## config.mk

```make
export PLATFORM = sky130hd
export DESIGN_NAME = rv_decode_top
export DESIGN_NICKNAME = d
export VERILOG_FILES = /design/src/rv_decode_pkg.sv /design/src/rv_decode_top.sv /design/src/decode_stage.sv /design/src/fetch_pair_queue.sv /design/src/decode_lane.sv
export SDC_FILE = /design/constraint.sdc
export NUM_CORES = 1
export LEC_CHECK = 0
export ABC_CLOCK_PERIOD_IN_PS = 10800
export BUFFER_PORTS_ARGS = -buffer_cell sky130_fd_sc_hd__buf_4
export CAP_MARGIN = 20
export CORE_MARGIN = 2
export CORE_UTILIZATION = 31
export CTS_CLUSTER_DIAMETER = 50
export CTS_CLUSTER_SIZE = 24
export DETAILED_ROUTE_END_ITERATION = 6
export GPL_ROUTABILITY_DRIVEN = 0
export PLACE_DENSITY = 0.62
export SLEW_MARGIN = 20
export SYNTH_ARGS = -nofsm -noshare
export SYNTH_HDL_FRONTEND = slang
export SYNTH_SLANG_ARGS = --single-unit
```

## constraint.sdc

```tcl
create_clock -name clk -period 10.8 [get_ports clk]
set_input_delay 0.54 -clock clk [delete_from_list [all_inputs] [get_ports clk]]
set_output_delay 0.54 -clock clk [all_outputs]
set_load 0.02 [all_outputs]
```

## src/rv_decode_pkg.sv

```systemverilog
`default_nettype none

package rv_decode_pkg;

    // --------------------
    // Widths
    // --------------------
    localparam int xlen      = 32;  // Data and immediate
    localparam int addr_bits = 32;
    localparam int inst_bits = 32;
    localparam int reg_bits  = 5;

    // Pair queue sizing
    localparam int pair_queue_depth = 2;
    localparam int pair_ptr_bits    = $clog2(pair_queue_depth);
    localparam int pair_cnt_bits    = $clog2(pair_queue_depth + 1);

    // --------------------
    // Encodings
    // --------------------
    // RV32I major opcodes, inst[6:0]
    typedef enum logic [6:0] {
        opc_lui       = 7'b0110111,
        opc_auipc     = 7'b0010111,
        opc_jal       = 7'b1101111,
        opc_jalr      = 7'b1100111,
        opc_branch    = 7'b1100011,
        opc_load      = 7'b0000011,
        opc_store     = 7'b0100011,
        opc_ari_itype = 7'b0010011,
        opc_ari_rtype = 7'b0110011,
        opc_csr       = 7'b1110011
    } opcode_e;

    // ALU meaning of funct3
    typedef enum logic [2:0] {
        add_sub = 3'd0,
        sll     = 3'd1,
        slt     = 3'd2,
        sltu    = 3'd3,
        xor_op  = 3'd4,
        srl_sra = 3'd5,
        or_op   = 3'd6,
        and_op  = 3'd7
    } alu_op_e;

    // Branch funct3, codes 2 and 3 are unused
    typedef enum logic [2:0] {
        beq  = 3'd0,
        bne  = 3'd1,
        blt  = 3'd4,
        bge  = 3'd5,
        bltu = 3'd6,
        bgeu = 3'd7
    } br_cond_e;

endpackage

`default_nettype wire
```

## src/rv_decode_top.sv

```systemverilog
`timescale 1ns/1ps
`default_nettype none

module rv_decode_top (
    input  logic                                clk,
    input  logic                                rst_n,
    input  logic                                flush,
    // Fetch side
    input  logic                                fetch_val,
    output logic                                decode_rdy,
    input  logic [rv_decode_pkg::addr_bits-1:0] inst0_pc,
    input  logic [rv_decode_pkg::inst_bits-1:0] inst0,
    input  logic [rv_decode_pkg::addr_bits-1:0] inst1_pc,
    input  logic [rv_decode_pkg::inst_bits-1:0] inst1,
    // Rename side
    input  logic                                rename_rdy,
    output logic                                lane0_valid, lane0_has_rd, lane0_is_jump,
    output logic                                lane0_src0_is_pc, lane0_src1_is_imm,
    output logic [rv_decode_pkg::addr_bits-1:0] lane0_pc,
    output rv_decode_pkg::opcode_e              lane0_opcode,
    output logic [rv_decode_pkg::reg_bits-1:0]  lane0_rd, lane0_rs1, lane0_rs2,
    output logic [rv_decode_pkg::xlen-1:0]      lane0_imm,
    output rv_decode_pkg::alu_op_e              lane0_alu_op,
    output rv_decode_pkg::br_cond_e             lane0_br_cond,
    output logic [6:0]                          lane0_funct7,
    output logic                                lane1_valid, lane1_has_rd, lane1_is_jump,
    output logic                                lane1_src0_is_pc, lane1_src1_is_imm,
    output logic [rv_decode_pkg::addr_bits-1:0] lane1_pc,
    output rv_decode_pkg::opcode_e              lane1_opcode,
    output logic [rv_decode_pkg::reg_bits-1:0]  lane1_rd, lane1_rs1, lane1_rs2,
    output logic [rv_decode_pkg::xlen-1:0]      lane1_imm,
    output rv_decode_pkg::alu_op_e              lane1_alu_op,
    output rv_decode_pkg::br_cond_e             lane1_br_cond,
    output logic [6:0]                          lane1_funct7
);

    // Queue head towards the decode stage
    logic                                queue_full;
    logic                                q_val, q_pop;
    logic [rv_decode_pkg::addr_bits-1:0] q_inst0_pc, q_inst1_pc;
    logic [rv_decode_pkg::inst_bits-1:0] q_inst0, q_inst1;

    assign decode_rdy = ~queue_full;

    fetch_pair_queue pair_queue0 (
        .clk,
        .rst_n,
        .flush,
        .push(fetch_val),
        .in_inst0_pc(inst0_pc),
        .in_inst0(inst0),
        .in_inst1_pc(inst1_pc),
        .in_inst1(inst1),
        .pop(q_pop),
        .full(queue_full),
        .q_val,
        .q_inst0_pc,
        .q_inst0,
        .q_inst1_pc,
        .q_inst1
    );

    // Every stage port has a net of the same name here
    decode_stage decode_stage0 (.*);

endmodule

`default_nettype wire

```

## src/decode_stage.sv

```systemverilog
`timescale 1ns/1ps
`default_nettype none

module decode_stage (
    input  logic                                clk,
    input  logic                                rst_n,
    input  logic                                flush,
    input  logic                                rename_rdy,
    input  logic                                q_val,
    input  logic [rv_decode_pkg::addr_bits-1:0] q_inst0_pc,
    input  logic [rv_decode_pkg::inst_bits-1:0] q_inst0,
    input  logic [rv_decode_pkg::addr_bits-1:0] q_inst1_pc,
    input  logic [rv_decode_pkg::inst_bits-1:0] q_inst1,
    output logic                                q_pop,
    // Lane 0
    output logic                                lane0_valid, lane0_has_rd, lane0_is_jump,
    output logic                                lane0_src0_is_pc, lane0_src1_is_imm,
    output logic [rv_decode_pkg::addr_bits-1:0] lane0_pc,
    output rv_decode_pkg::opcode_e              lane0_opcode,
    output logic [rv_decode_pkg::reg_bits-1:0]  lane0_rd, lane0_rs1, lane0_rs2,
    output logic [rv_decode_pkg::xlen-1:0]      lane0_imm,
    output rv_decode_pkg::alu_op_e              lane0_alu_op,
    output rv_decode_pkg::br_cond_e             lane0_br_cond,
    output logic [6:0]                          lane0_funct7,
    // Lane 1
    output logic                                lane1_valid, lane1_has_rd, lane1_is_jump,
    output logic                                lane1_src0_is_pc, lane1_src1_is_imm,
    output logic [rv_decode_pkg::addr_bits-1:0] lane1_pc,
    output rv_decode_pkg::opcode_e              lane1_opcode,
    output logic [rv_decode_pkg::reg_bits-1:0]  lane1_rd, lane1_rs1, lane1_rs2,
    output logic [rv_decode_pkg::xlen-1:0]      lane1_imm,
    output rv_decode_pkg::alu_op_e              lane1_alu_op,
    output rv_decode_pkg::br_cond_e             lane1_br_cond,
    output logic [6:0]                          lane1_funct7
);

    logic                                lane_in_val, load;
    logic                                d0_valid, d0_has_rd, d0_is_jump, d0_src0_pc, d0_src1_imm;
    logic                                d1_valid, d1_has_rd, d1_is_jump, d1_src0_pc, d1_src1_imm;
    logic [rv_decode_pkg::addr_bits-1:0] d0_pc, d1_pc;
    rv_decode_pkg::opcode_e              d0_opcode, d1_opcode;
    logic [rv_decode_pkg::reg_bits-1:0]  d0_rd, d0_rs1, d0_rs2, d1_rd, d1_rs1, d1_rs2;
    logic [rv_decode_pkg::xlen-1:0]      d0_imm, d1_imm;
    rv_decode_pkg::alu_op_e              d0_alu_op, d1_alu_op;
    rv_decode_pkg::br_cond_e             d0_br_cond, d1_br_cond;
    logic [6:0]                          d0_funct7, d1_funct7;

    assign q_pop = q_val & rename_rdy;

    // Lanes read zero when the queue is empty or on flush,
    // so every load of the register is either a pair or a bubble
    assign lane_in_val = q_val & ~flush;
    assign load        = rename_rdy | flush;

    decode_lane lane0 (
        .pc(q_inst0_pc), .inst(q_inst0), .in_val(lane_in_val),
        .valid(d0_valid), .inst_pc(d0_pc), .opcode(d0_opcode),
        .rd(d0_rd), .has_rd(d0_has_rd), .rs1(d0_rs1), .rs2(d0_rs2),
        .src0_is_pc(d0_src0_pc), .src1_is_imm(d0_src1_imm), .imm(d0_imm),
        .alu_op(d0_alu_op), .br_cond(d0_br_cond), .funct7(d0_funct7), .is_jump(d0_is_jump)
    );

    decode_lane lane1 (
        .pc(q_inst1_pc), .inst(q_inst1), .in_val(lane_in_val),
        .valid(d1_valid), .inst_pc(d1_pc), .opcode(d1_opcode),
        .rd(d1_rd), .has_rd(d1_has_rd), .rs1(d1_rs1), .rs2(d1_rs2),
        .src0_is_pc(d1_src0_pc), .src1_is_imm(d1_src1_imm), .imm(d1_imm),
        .alu_op(d1_alu_op), .br_cond(d1_br_cond), .funct7(d1_funct7), .is_jump(d1_is_jump)
    );

    // --------------------
    // Output register
    // --------------------
    always_ff @(posedge clk or negedge rst_n) begin
        if (!rst_n) begin
            lane0_valid <= 1'b0;
            lane1_valid <= 1'b0;
        end else if (load) begin
            lane0_valid <= d0_valid;
            lane1_valid <= d1_valid;
        end
    end

    always_ff @(posedge clk) begin
        if (load) begin  // Held while rename stalls
            lane0_pc          <= d0_pc;
            lane0_opcode      <= d0_opcode;
            lane0_rd          <= d0_rd;
            lane0_has_rd      <= d0_has_rd;
            lane0_rs1         <= d0_rs1;
            lane0_rs2         <= d0_rs2;
            lane0_src0_is_pc  <= d0_src0_pc;
            lane0_src1_is_imm <= d0_src1_imm;
            lane0_imm         <= d0_imm;
            lane0_alu_op      <= d0_alu_op;
            lane0_br_cond     <= d0_br_cond;
            lane0_funct7      <= d0_funct7;
            lane0_is_jump     <= d0_is_jump;
            lane1_pc          <= d1_pc;
            lane1_opcode      <= d1_opcode;
            lane1_rd          <= d1_rd;
            lane1_has_rd      <= d1_has_rd;
            lane1_rs1         <= d1_rs1;
            lane1_rs2         <= d1_rs2;
            lane1_src0_is_pc  <= d1_src0_pc;
            lane1_src1_is_imm <= d1_src1_imm;
            lane1_imm         <= d1_imm;
            lane1_alu_op      <= d1_alu_op;
            lane1_br_cond     <= d1_br_cond;
            lane1_funct7      <= d1_funct7;
            lane1_is_jump     <= d1_is_jump;
        end
    end

endmodule

`default_nettype wire

```

## src/fetch_pair_queue.sv

```systemverilog
`timescale 1ns/1ps
`default_nettype none

module fetch_pair_queue (
    input  logic                                clk,
    input  logic                                rst_n,
    input  logic                                flush,
    input  logic                                push,
    input  logic [rv_decode_pkg::addr_bits-1:0] in_inst0_pc,
    input  logic [rv_decode_pkg::inst_bits-1:0] in_inst0,
    input  logic [rv_decode_pkg::addr_bits-1:0] in_inst1_pc,
    input  logic [rv_decode_pkg::inst_bits-1:0] in_inst1,
    input  logic                                pop,
    output logic                                full,
    output logic                                q_val,
    output logic [rv_decode_pkg::addr_bits-1:0] q_inst0_pc,
    output logic [rv_decode_pkg::inst_bits-1:0] q_inst0,
    output logic [rv_decode_pkg::addr_bits-1:0] q_inst1_pc,
    output logic [rv_decode_pkg::inst_bits-1:0] q_inst1
);

    logic [rv_decode_pkg::addr_bits-1:0]     pc0_mem   [rv_decode_pkg::pair_queue_depth];
    logic [rv_decode_pkg::inst_bits-1:0]     inst0_mem [rv_decode_pkg::pair_queue_depth];
    logic [rv_decode_pkg::addr_bits-1:0]     pc1_mem   [rv_decode_pkg::pair_queue_depth];
    logic [rv_decode_pkg::inst_bits-1:0]     inst1_mem [rv_decode_pkg::pair_queue_depth];
    logic [rv_decode_pkg::pair_ptr_bits-1:0] wr_ptr, rd_ptr;
    logic [rv_decode_pkg::pair_cnt_bits-1:0] count;
    logic                                    do_push, do_pop;

    function automatic logic [rv_decode_pkg::pair_ptr_bits-1:0] next_ptr(
        input logic [rv_decode_pkg::pair_ptr_bits-1:0] ptr
    );
        if (ptr == rv_decode_pkg::pair_ptr_bits'(rv_decode_pkg::pair_queue_depth - 1))
            return '0;
        return ptr + 1'b1;
    endfunction

    assign full    = (count == rv_decode_pkg::pair_cnt_bits'(rv_decode_pkg::pair_queue_depth));
    assign q_val   = (count != '0);
    assign do_push = push & ~full & ~flush;  // Offer at flush edge is dropped
    assign do_pop  = pop & q_val & ~flush;

    // Head is visible as soon as it is written
    assign q_inst0_pc = pc0_mem[rd_ptr];
    assign q_inst0    = inst0_mem[rd_ptr];
    assign q_inst1_pc = pc1_mem[rd_ptr];
    assign q_inst1    = inst1_mem[rd_ptr];

    always_ff @(posedge clk) begin
        if (do_push) begin
            pc0_mem[wr_ptr]   <= in_inst0_pc;
            inst0_mem[wr_ptr] <= in_inst0;
            pc1_mem[wr_ptr]   <= in_inst1_pc;
            inst1_mem[wr_ptr] <= in_inst1;
        end
    end

    always_ff @(posedge clk or negedge rst_n) begin
        if (!rst_n) begin
            wr_ptr <= '0;
            rd_ptr <= '0;
            count  <= '0;
        end else if (flush) begin
            wr_ptr <= '0;
            rd_ptr <= '0;
            count  <= '0;
        end else begin
            if (do_push)
                wr_ptr <= next_ptr(wr_ptr);
            if (do_pop)
                rd_ptr <= next_ptr(rd_ptr);
            case ({do_push, do_pop})
                2'b10:   count <= count + 1'b1;
                2'b01:   count <= count - 1'b1;
                default: ;  // Both or neither, level unchanged
            endcase
        end
    end

endmodule

`default_nettype wire

```

## src/decode_lane.sv

```systemverilog
`timescale 1ns/1ps
`default_nettype none

module decode_lane (
    input  logic [rv_decode_pkg::addr_bits-1:0] pc,
    input  logic [rv_decode_pkg::inst_bits-1:0] inst,
    input  logic                                in_val,
    output logic                                valid,
    output logic [rv_decode_pkg::addr_bits-1:0] inst_pc,
    output rv_decode_pkg::opcode_e              opcode,
    output logic [rv_decode_pkg::reg_bits-1:0]  rd,
    output logic                                has_rd,
    output logic [rv_decode_pkg::reg_bits-1:0]  rs1,
    output logic [rv_decode_pkg::reg_bits-1:0]  rs2,
    output logic                                src0_is_pc,
    output logic                                src1_is_imm,
    output logic [rv_decode_pkg::xlen-1:0]      imm,
    output rv_decode_pkg::alu_op_e              alu_op,
    output rv_decode_pkg::br_cond_e             br_cond,
    output logic [6:0]                          funct7,
    output logic                                is_jump
);

    logic [2:0]                     funct3;
    logic [rv_decode_pkg::xlen-1:0] i_imm, s_imm, b_imm, u_imm, j_imm;
    logic [rv_decode_pkg::xlen-1:0] imm_sel;
    logic                           known, wr_rd, jump, pc_src, imm_src;
    rv_decode_pkg::alu_op_e         alu_sel;
    rv_decode_pkg::br_cond_e        br_sel;

    assign funct3 = inst[14:12];

    // --------------------
    // Immediate formats
    // --------------------
    assign i_imm = {{(rv_decode_pkg::xlen-12){inst[31]}}, inst[31:20]};
    assign s_imm = {{(rv_decode_pkg::xlen-12){inst[31]}}, inst[31:25], inst[11:7]};
    assign b_imm = {{(rv_decode_pkg::xlen-12){inst[31]}}, inst[7], inst[30:25], inst[11:8], 1'b0};
    assign u_imm = {inst[31:12], 12'b0};
    assign j_imm = {{(rv_decode_pkg::xlen-20){inst[31]}}, inst[19:12], inst[20], inst[30:21],
                    1'b0};

    // Per-opcode control
    always_comb begin
        known   = 1'b1;
        wr_rd   = 1'b0;
        jump    = 1'b0;
        pc_src  = 1'b0;
        imm_src = 1'b1;  // Only R-type reads rs2
        imm_sel = '0;
        alu_sel = rv_decode_pkg::add_sub;
        br_sel  = rv_decode_pkg::beq;
        case (inst[6:0])
            rv_decode_pkg::opc_lui: begin
                wr_rd   = 1'b1;
                imm_sel = u_imm;
            end
            rv_decode_pkg::opc_auipc: begin
                wr_rd   = 1'b1;
                pc_src  = 1'b1;
                imm_sel = u_imm;
            end
            rv_decode_pkg::opc_jal: begin
                wr_rd   = 1'b1;
                jump    = 1'b1;
                pc_src  = 1'b1;
                imm_sel = j_imm;
            end
            rv_decode_pkg::opc_jalr: begin
                wr_rd   = 1'b1;
                jump    = 1'b1;
                imm_sel = i_imm;  // rs1 + offset
            end
            rv_decode_pkg::opc_branch: begin
                pc_src  = 1'b1;
                imm_sel = b_imm;
                br_sel  = rv_decode_pkg::br_cond_e'(funct3);
            end
            rv_decode_pkg::opc_load: begin
                wr_rd   = 1'b1;
                imm_sel = i_imm;
                alu_sel = rv_decode_pkg::alu_op_e'(funct3);
            end
            rv_decode_pkg::opc_store: begin
                imm_sel = s_imm;
                alu_sel = rv_decode_pkg::alu_op_e'(funct3);
            end
            rv_decode_pkg::opc_ari_itype: begin
                wr_rd   = 1'b1;
                imm_sel = i_imm;
                alu_sel = rv_decode_pkg::alu_op_e'(funct3);
            end
            rv_decode_pkg::opc_ari_rtype: begin
                wr_rd   = 1'b1;
                imm_src = 1'b0;
                alu_sel = rv_decode_pkg::alu_op_e'(funct3);
            end
            rv_decode_pkg::opc_csr: ;  // Passed on, no decode
            default: known = 1'b0;
        endcase
    end

    // Illegal or empty slot shows as all zeros
    assign valid       = in_val & known;
    assign inst_pc     = valid ? pc : '0;
    assign opcode      = valid ? rv_decode_pkg::opcode_e'(inst[6:0]) : rv_decode_pkg::opcode_e'(7'b0);
    assign rd          = valid ? inst[11:7] : '0;
    assign has_rd      = valid & wr_rd;
    assign rs1         = valid ? inst[19:15] : '0;
    assign rs2         = valid ? inst[24:20] : '0;
    assign src0_is_pc  = valid & pc_src;
    assign src1_is_imm = valid & imm_src;
    assign imm         = valid ? imm_sel : '0;
    assign alu_op      = valid ? alu_sel : rv_decode_pkg::add_sub;
    assign br_cond     = valid ? br_sel : rv_decode_pkg::beq;
    assign funct7      = valid ? inst[31:25] : '0;
    assign is_jump     = valid & jump;

endmodule

`default_nettype wire

```

==> results.py <==
metrics = {
    "global_routing": {
        "grt_start_max_net_pins": 129,
        "grt_pass1_vias": 10200,
        "antenna_found_initial": 2,
        "grt_first_pass_wirelength_mm": 62.7,
        "grt_use_total_pct": 13.9,
        "grt-ovfl-total": 0,
    },
    "placement": {
        "io_buffers": 341,
        "dp_hpwl_mm": 28.0,
    },
    "run": {
        "maxCapViolations": 0,
    },
    "drt": {
        "drtAntennaViolNets": 0,
        "dr_total_vias": 9907,
        "route.detailed.drc": 0,
        "drt_pass1_iterations": 5,
        "drtIter0Drc": 806,
        "routedWlPerCell_um": 19.4,
        "vias_per_cell": 4.56,
        "wl_mm": 42.1,
    },
    "timing": {
        "clock-skew-final_ps": 28.9,
        "min_period_ps": 4200,
        "fin_crit_sh_pct": 38.9,
        "setup_viol_count_final": 0,
        "rsz0062_at_grt": "no",
        "finalMaxSlewViolations": 0,
        "tns_ps": 0,
        "fmax_mhz": 238,
        "relSlewSlack_pct": 25.4,
        "tightest_slew_ps": 1120,
        "hold_violations": 0,
    },
    "clock_network": {
        "cts_tree": "done",
        "cts_buffers": 48,
        "clockBufferDepth": 3,
        "htree_levels": 2,
        "insertion_delay_ps": 590,
        "cts_setup_buffers": 0,
        "cts.sinks": 468,
        "clkTransAtPathRegs_ps": 70,
        "hold_buffers": 1,
        "cts_resized": 0,
        "cts-root-buf": "clkbuf_16",
    },
    "die": {
        "dieArea_um2": 58500,
        "rows": 87,
        "initial_core_util_pct": 31.2,
        "die_w_um": 242,
        "dieHeight_um": 242,
        "coreArea_um2": 56200,
        "io-pin-count": 342,
    },
    "cells_and_area": {
        "drive_gt1_share_pct": 34.7,
        "nets": 1509,
        "final-seq-area_um2": 14000,
        "fillers": 5218,
        "multi_input_area_um2": 3320,
        "area_growth_syn_to_layout_pct": 29.6,
    },
    "worst_setup_path": {
        "cp.arrival_ps": 4620,
        "start_kind": "register",
        "cp_max_fo": 76,
        "critPathMaxStageDelay_ps": 860,
        "path_cells": "buf_4, nand3_1, a221oi_1, o31ai_4, buf_4, a31o_2, a21oi_1",
        "crit_path_frequent_cell": "buf_4",
        "cp_slowest_cell": "a221oi_1",
        "cp.required_ps": 11220,
        "endpoint_kind": "register",
        "worstSetupPathType": "register to register",
    },
    "power_and_ir_drop": {
        "power.leakage_uw": 0.00829,
        "ir_drop_mv": 0.142,
        "p_total_uw": 4170,
        "p_per_area_nw_per_um2": 184,
    },
    "yosys": {
        "syn_area_per_cell_um2": 17.3,
        "synthArstFlopShare_pct": 1.28,
        "synth_edf_count": 462,
        "synthesis.nets": 1147,
        "ys_ff_latch": 468,
        "ys_warn_count": 0,
        "synth_area_um2": 17500,
        "synth_ff_type": "edfxtp_1",
        "ys_types": 58,
        "yosysSeqAreaShare_pct": 79.9,
        "synth_cells": 1014,
    },
    "status": {
        "outcome": "finished clean",
    },
    "worst_hold_path": {
        "hold_class": "input pin to register",
    },
}
==> final timing paths <==
| path | from | to | slack, ps | cells past startpoint |
|---|---|---|---|---|
| worst max-delay path | pair_queue0.rd_ptr$_DFFE_PN0P_ | decode_stage0.lane0_imm[20]$_SDFFCE_PN0P_ | 6600 | 7 |
| max in group asynchronous | rst_n | pair_queue0.rd_ptr$_DFFE_PN0P_ | 10300 | 2 |
| min in group asynchronous | rst_n | decode_stage0.lane1_valid$_DFFE_PN0P_ | 330 | 2 |
| worst max register to register | pair_queue0.rd_ptr$_DFFE_PN0P_ | decode_stage0.lane0_imm[20]$_SDFFCE_PN0P_ | 6600 | 7 |
| worst min register to register | decode_stage0.lane1_valid$_DFFE_PN0P_ | decode_stage0.lane1_valid$_DFFE_PN0P_ | 530 | 2 |
| worst min-delay path | inst0_pc[5] | pair_queue0.pc0_mem[1][5]$_DFFE_PP_ | 130 | 1 |
==> stage by stage <==
stage | hold WS (ps) | std cells | worst slack [ps] | utilization (%) | area (µm²)
finish | 129 | 2174 | 6600 | 40.5 | 22700
global placement | 379 | 2080 | 6670 | 37.4 | 21000
global route | 85.4 | 2173 | 6290 | 40.5 | 22700
CTS | 88.1 | 2172 | 6480 | 40.5 | 22700
floorplan | 244 | 1014 | 561 | - | 17600
detailed placement | 381 | 2081 | 6520 | 37.4 | 21000
==> layout make-up <==
class                   instances  area share (%)
inverters                       7           0.149
multi-input cells             494            14.6
flip-flops and latches        468            61.7
diodes                          2          0.0220
well taps                     756            4.16
repair buffers                357            11.8
clock buffers                  51            5.52
clock inverters                39            2.08
==> metal layers <==
layer	vias to the layer above	global-route usage (%)	share of wire [%]
met5	-	0	0.026
met2	276	23.2	49
met1	4949	17.7	43
li1	4604	-	-
met3	76	3.58	5.6
met4	2	4.81	2.8
==> synth_stat cells, types with 3 or more instances <==
cell type	count	share of area [%]
edfxtp_1	462	79
nor2_1	132	2.8
mux2i_1	107	6.1
a21oi_1	44	1.3
nand2_1	33	0.71
mux2_2	25	1.6
buf_2	24	0.68
nand2b_1	20	0.71
nor2b_1	20	0.71
clkbuf_1	13	0.28
nor3_1	13	0.37
nor3b_1	9	0.38
o21ai_0	8	0.23
inv_1	7	0.15
dfrtp_1	6	0.86
nand3_1	6	0.17
a21o_1	5	0.21
a21oi_2	5	0.25
o22a_1	5	0.25
a22oi_1	4	0.17
buf_4	4	0.17
nand3b_1	4	0.17
nor2_2	4	0.14
nor4_1	4	0.14
o211ai_1	3	0.13
or2b_1	3	0.13
==> kinds of logic (layout without fill, tap and decap cells) <==
family / Yosys count / after routing / share of synthesized area, %
flops: 468 / 468 / 79.9
xor+xnor: 2 / 2 / 0.0998
buf+inv: 52 / 454 / 1.45
simple gates: 265 / 265 / 7.28
other cells: 0 / 2 / 0
compound gates: 95 / 95 / 3.54
mux: 132 / 132 / 7.71
==> registers in the layout (all words and copies together) (netlist names), 5 cells and up <==
name                        flops
decode_stage0.lane0_funct7      7
decode_stage0.lane0_rs2         5
decode_stage0.lane1_opcode      7
decode_stage0.lane1_imm        32
pair_queue0.pc1_mem            64
decode_stage0.lane1_rs1         5
pair_queue0.inst1_mem          64
decode_stage0.lane0_rs1         5
decode_stage0.lane0_pc         32
decode_stage0.lane1_pc         32
decode_stage0.lane0_rd          5
decode_stage0.lane1_rs2         5
decode_stage0.lane1_funct7      7
decode_stage0.lane0_opcode      7
decode_stage0.lane0_imm        32
pair_queue0.inst0_mem          64
pair_queue0.pc0_mem            64
decode_stage0.lane1_rd          5
==> placed cells by master (no fill, tap or decap), types with 4 or more instances in the layout <==
cell type   instances
inv_6               9
mux2i_1           107
inv_12              4
a21oi_2             5
nor2_2              4
edfxtp_1          462
nor3_1             12
nor3b_1             8
a21o_1              5
nand2_1            33
o21ai_0             8
nand3b_1            4
a22oi_1             4
clkinv_4            4
nand3_1             6
nor2_1            132
clkbuf_16          50
mux2_2             25
clkinv_8            9
nor2b_1            20
dfrtp_1             5
clkinvlp_4          4
inv_8               5
buf_4             355
inv_1               6
o22a_1              5
nor4_1              4
nand2b_1           20
a21oi_1            44
==> worst max-delay path: cells and delay by family (launching register included) <==
kind	cells	cell delay (ps)
AOI/OAI and AO/OA	4	1640
buffers and inverters	2	1230
DFF	1	740
and+or+nand+nor	1	400
==> power by group <==
part	internal (µW)	switching [µW]
clock network	950	802
logic	127	189
registers	2080	29.2
Note: power is estimated with default switching activity, not from simulation.
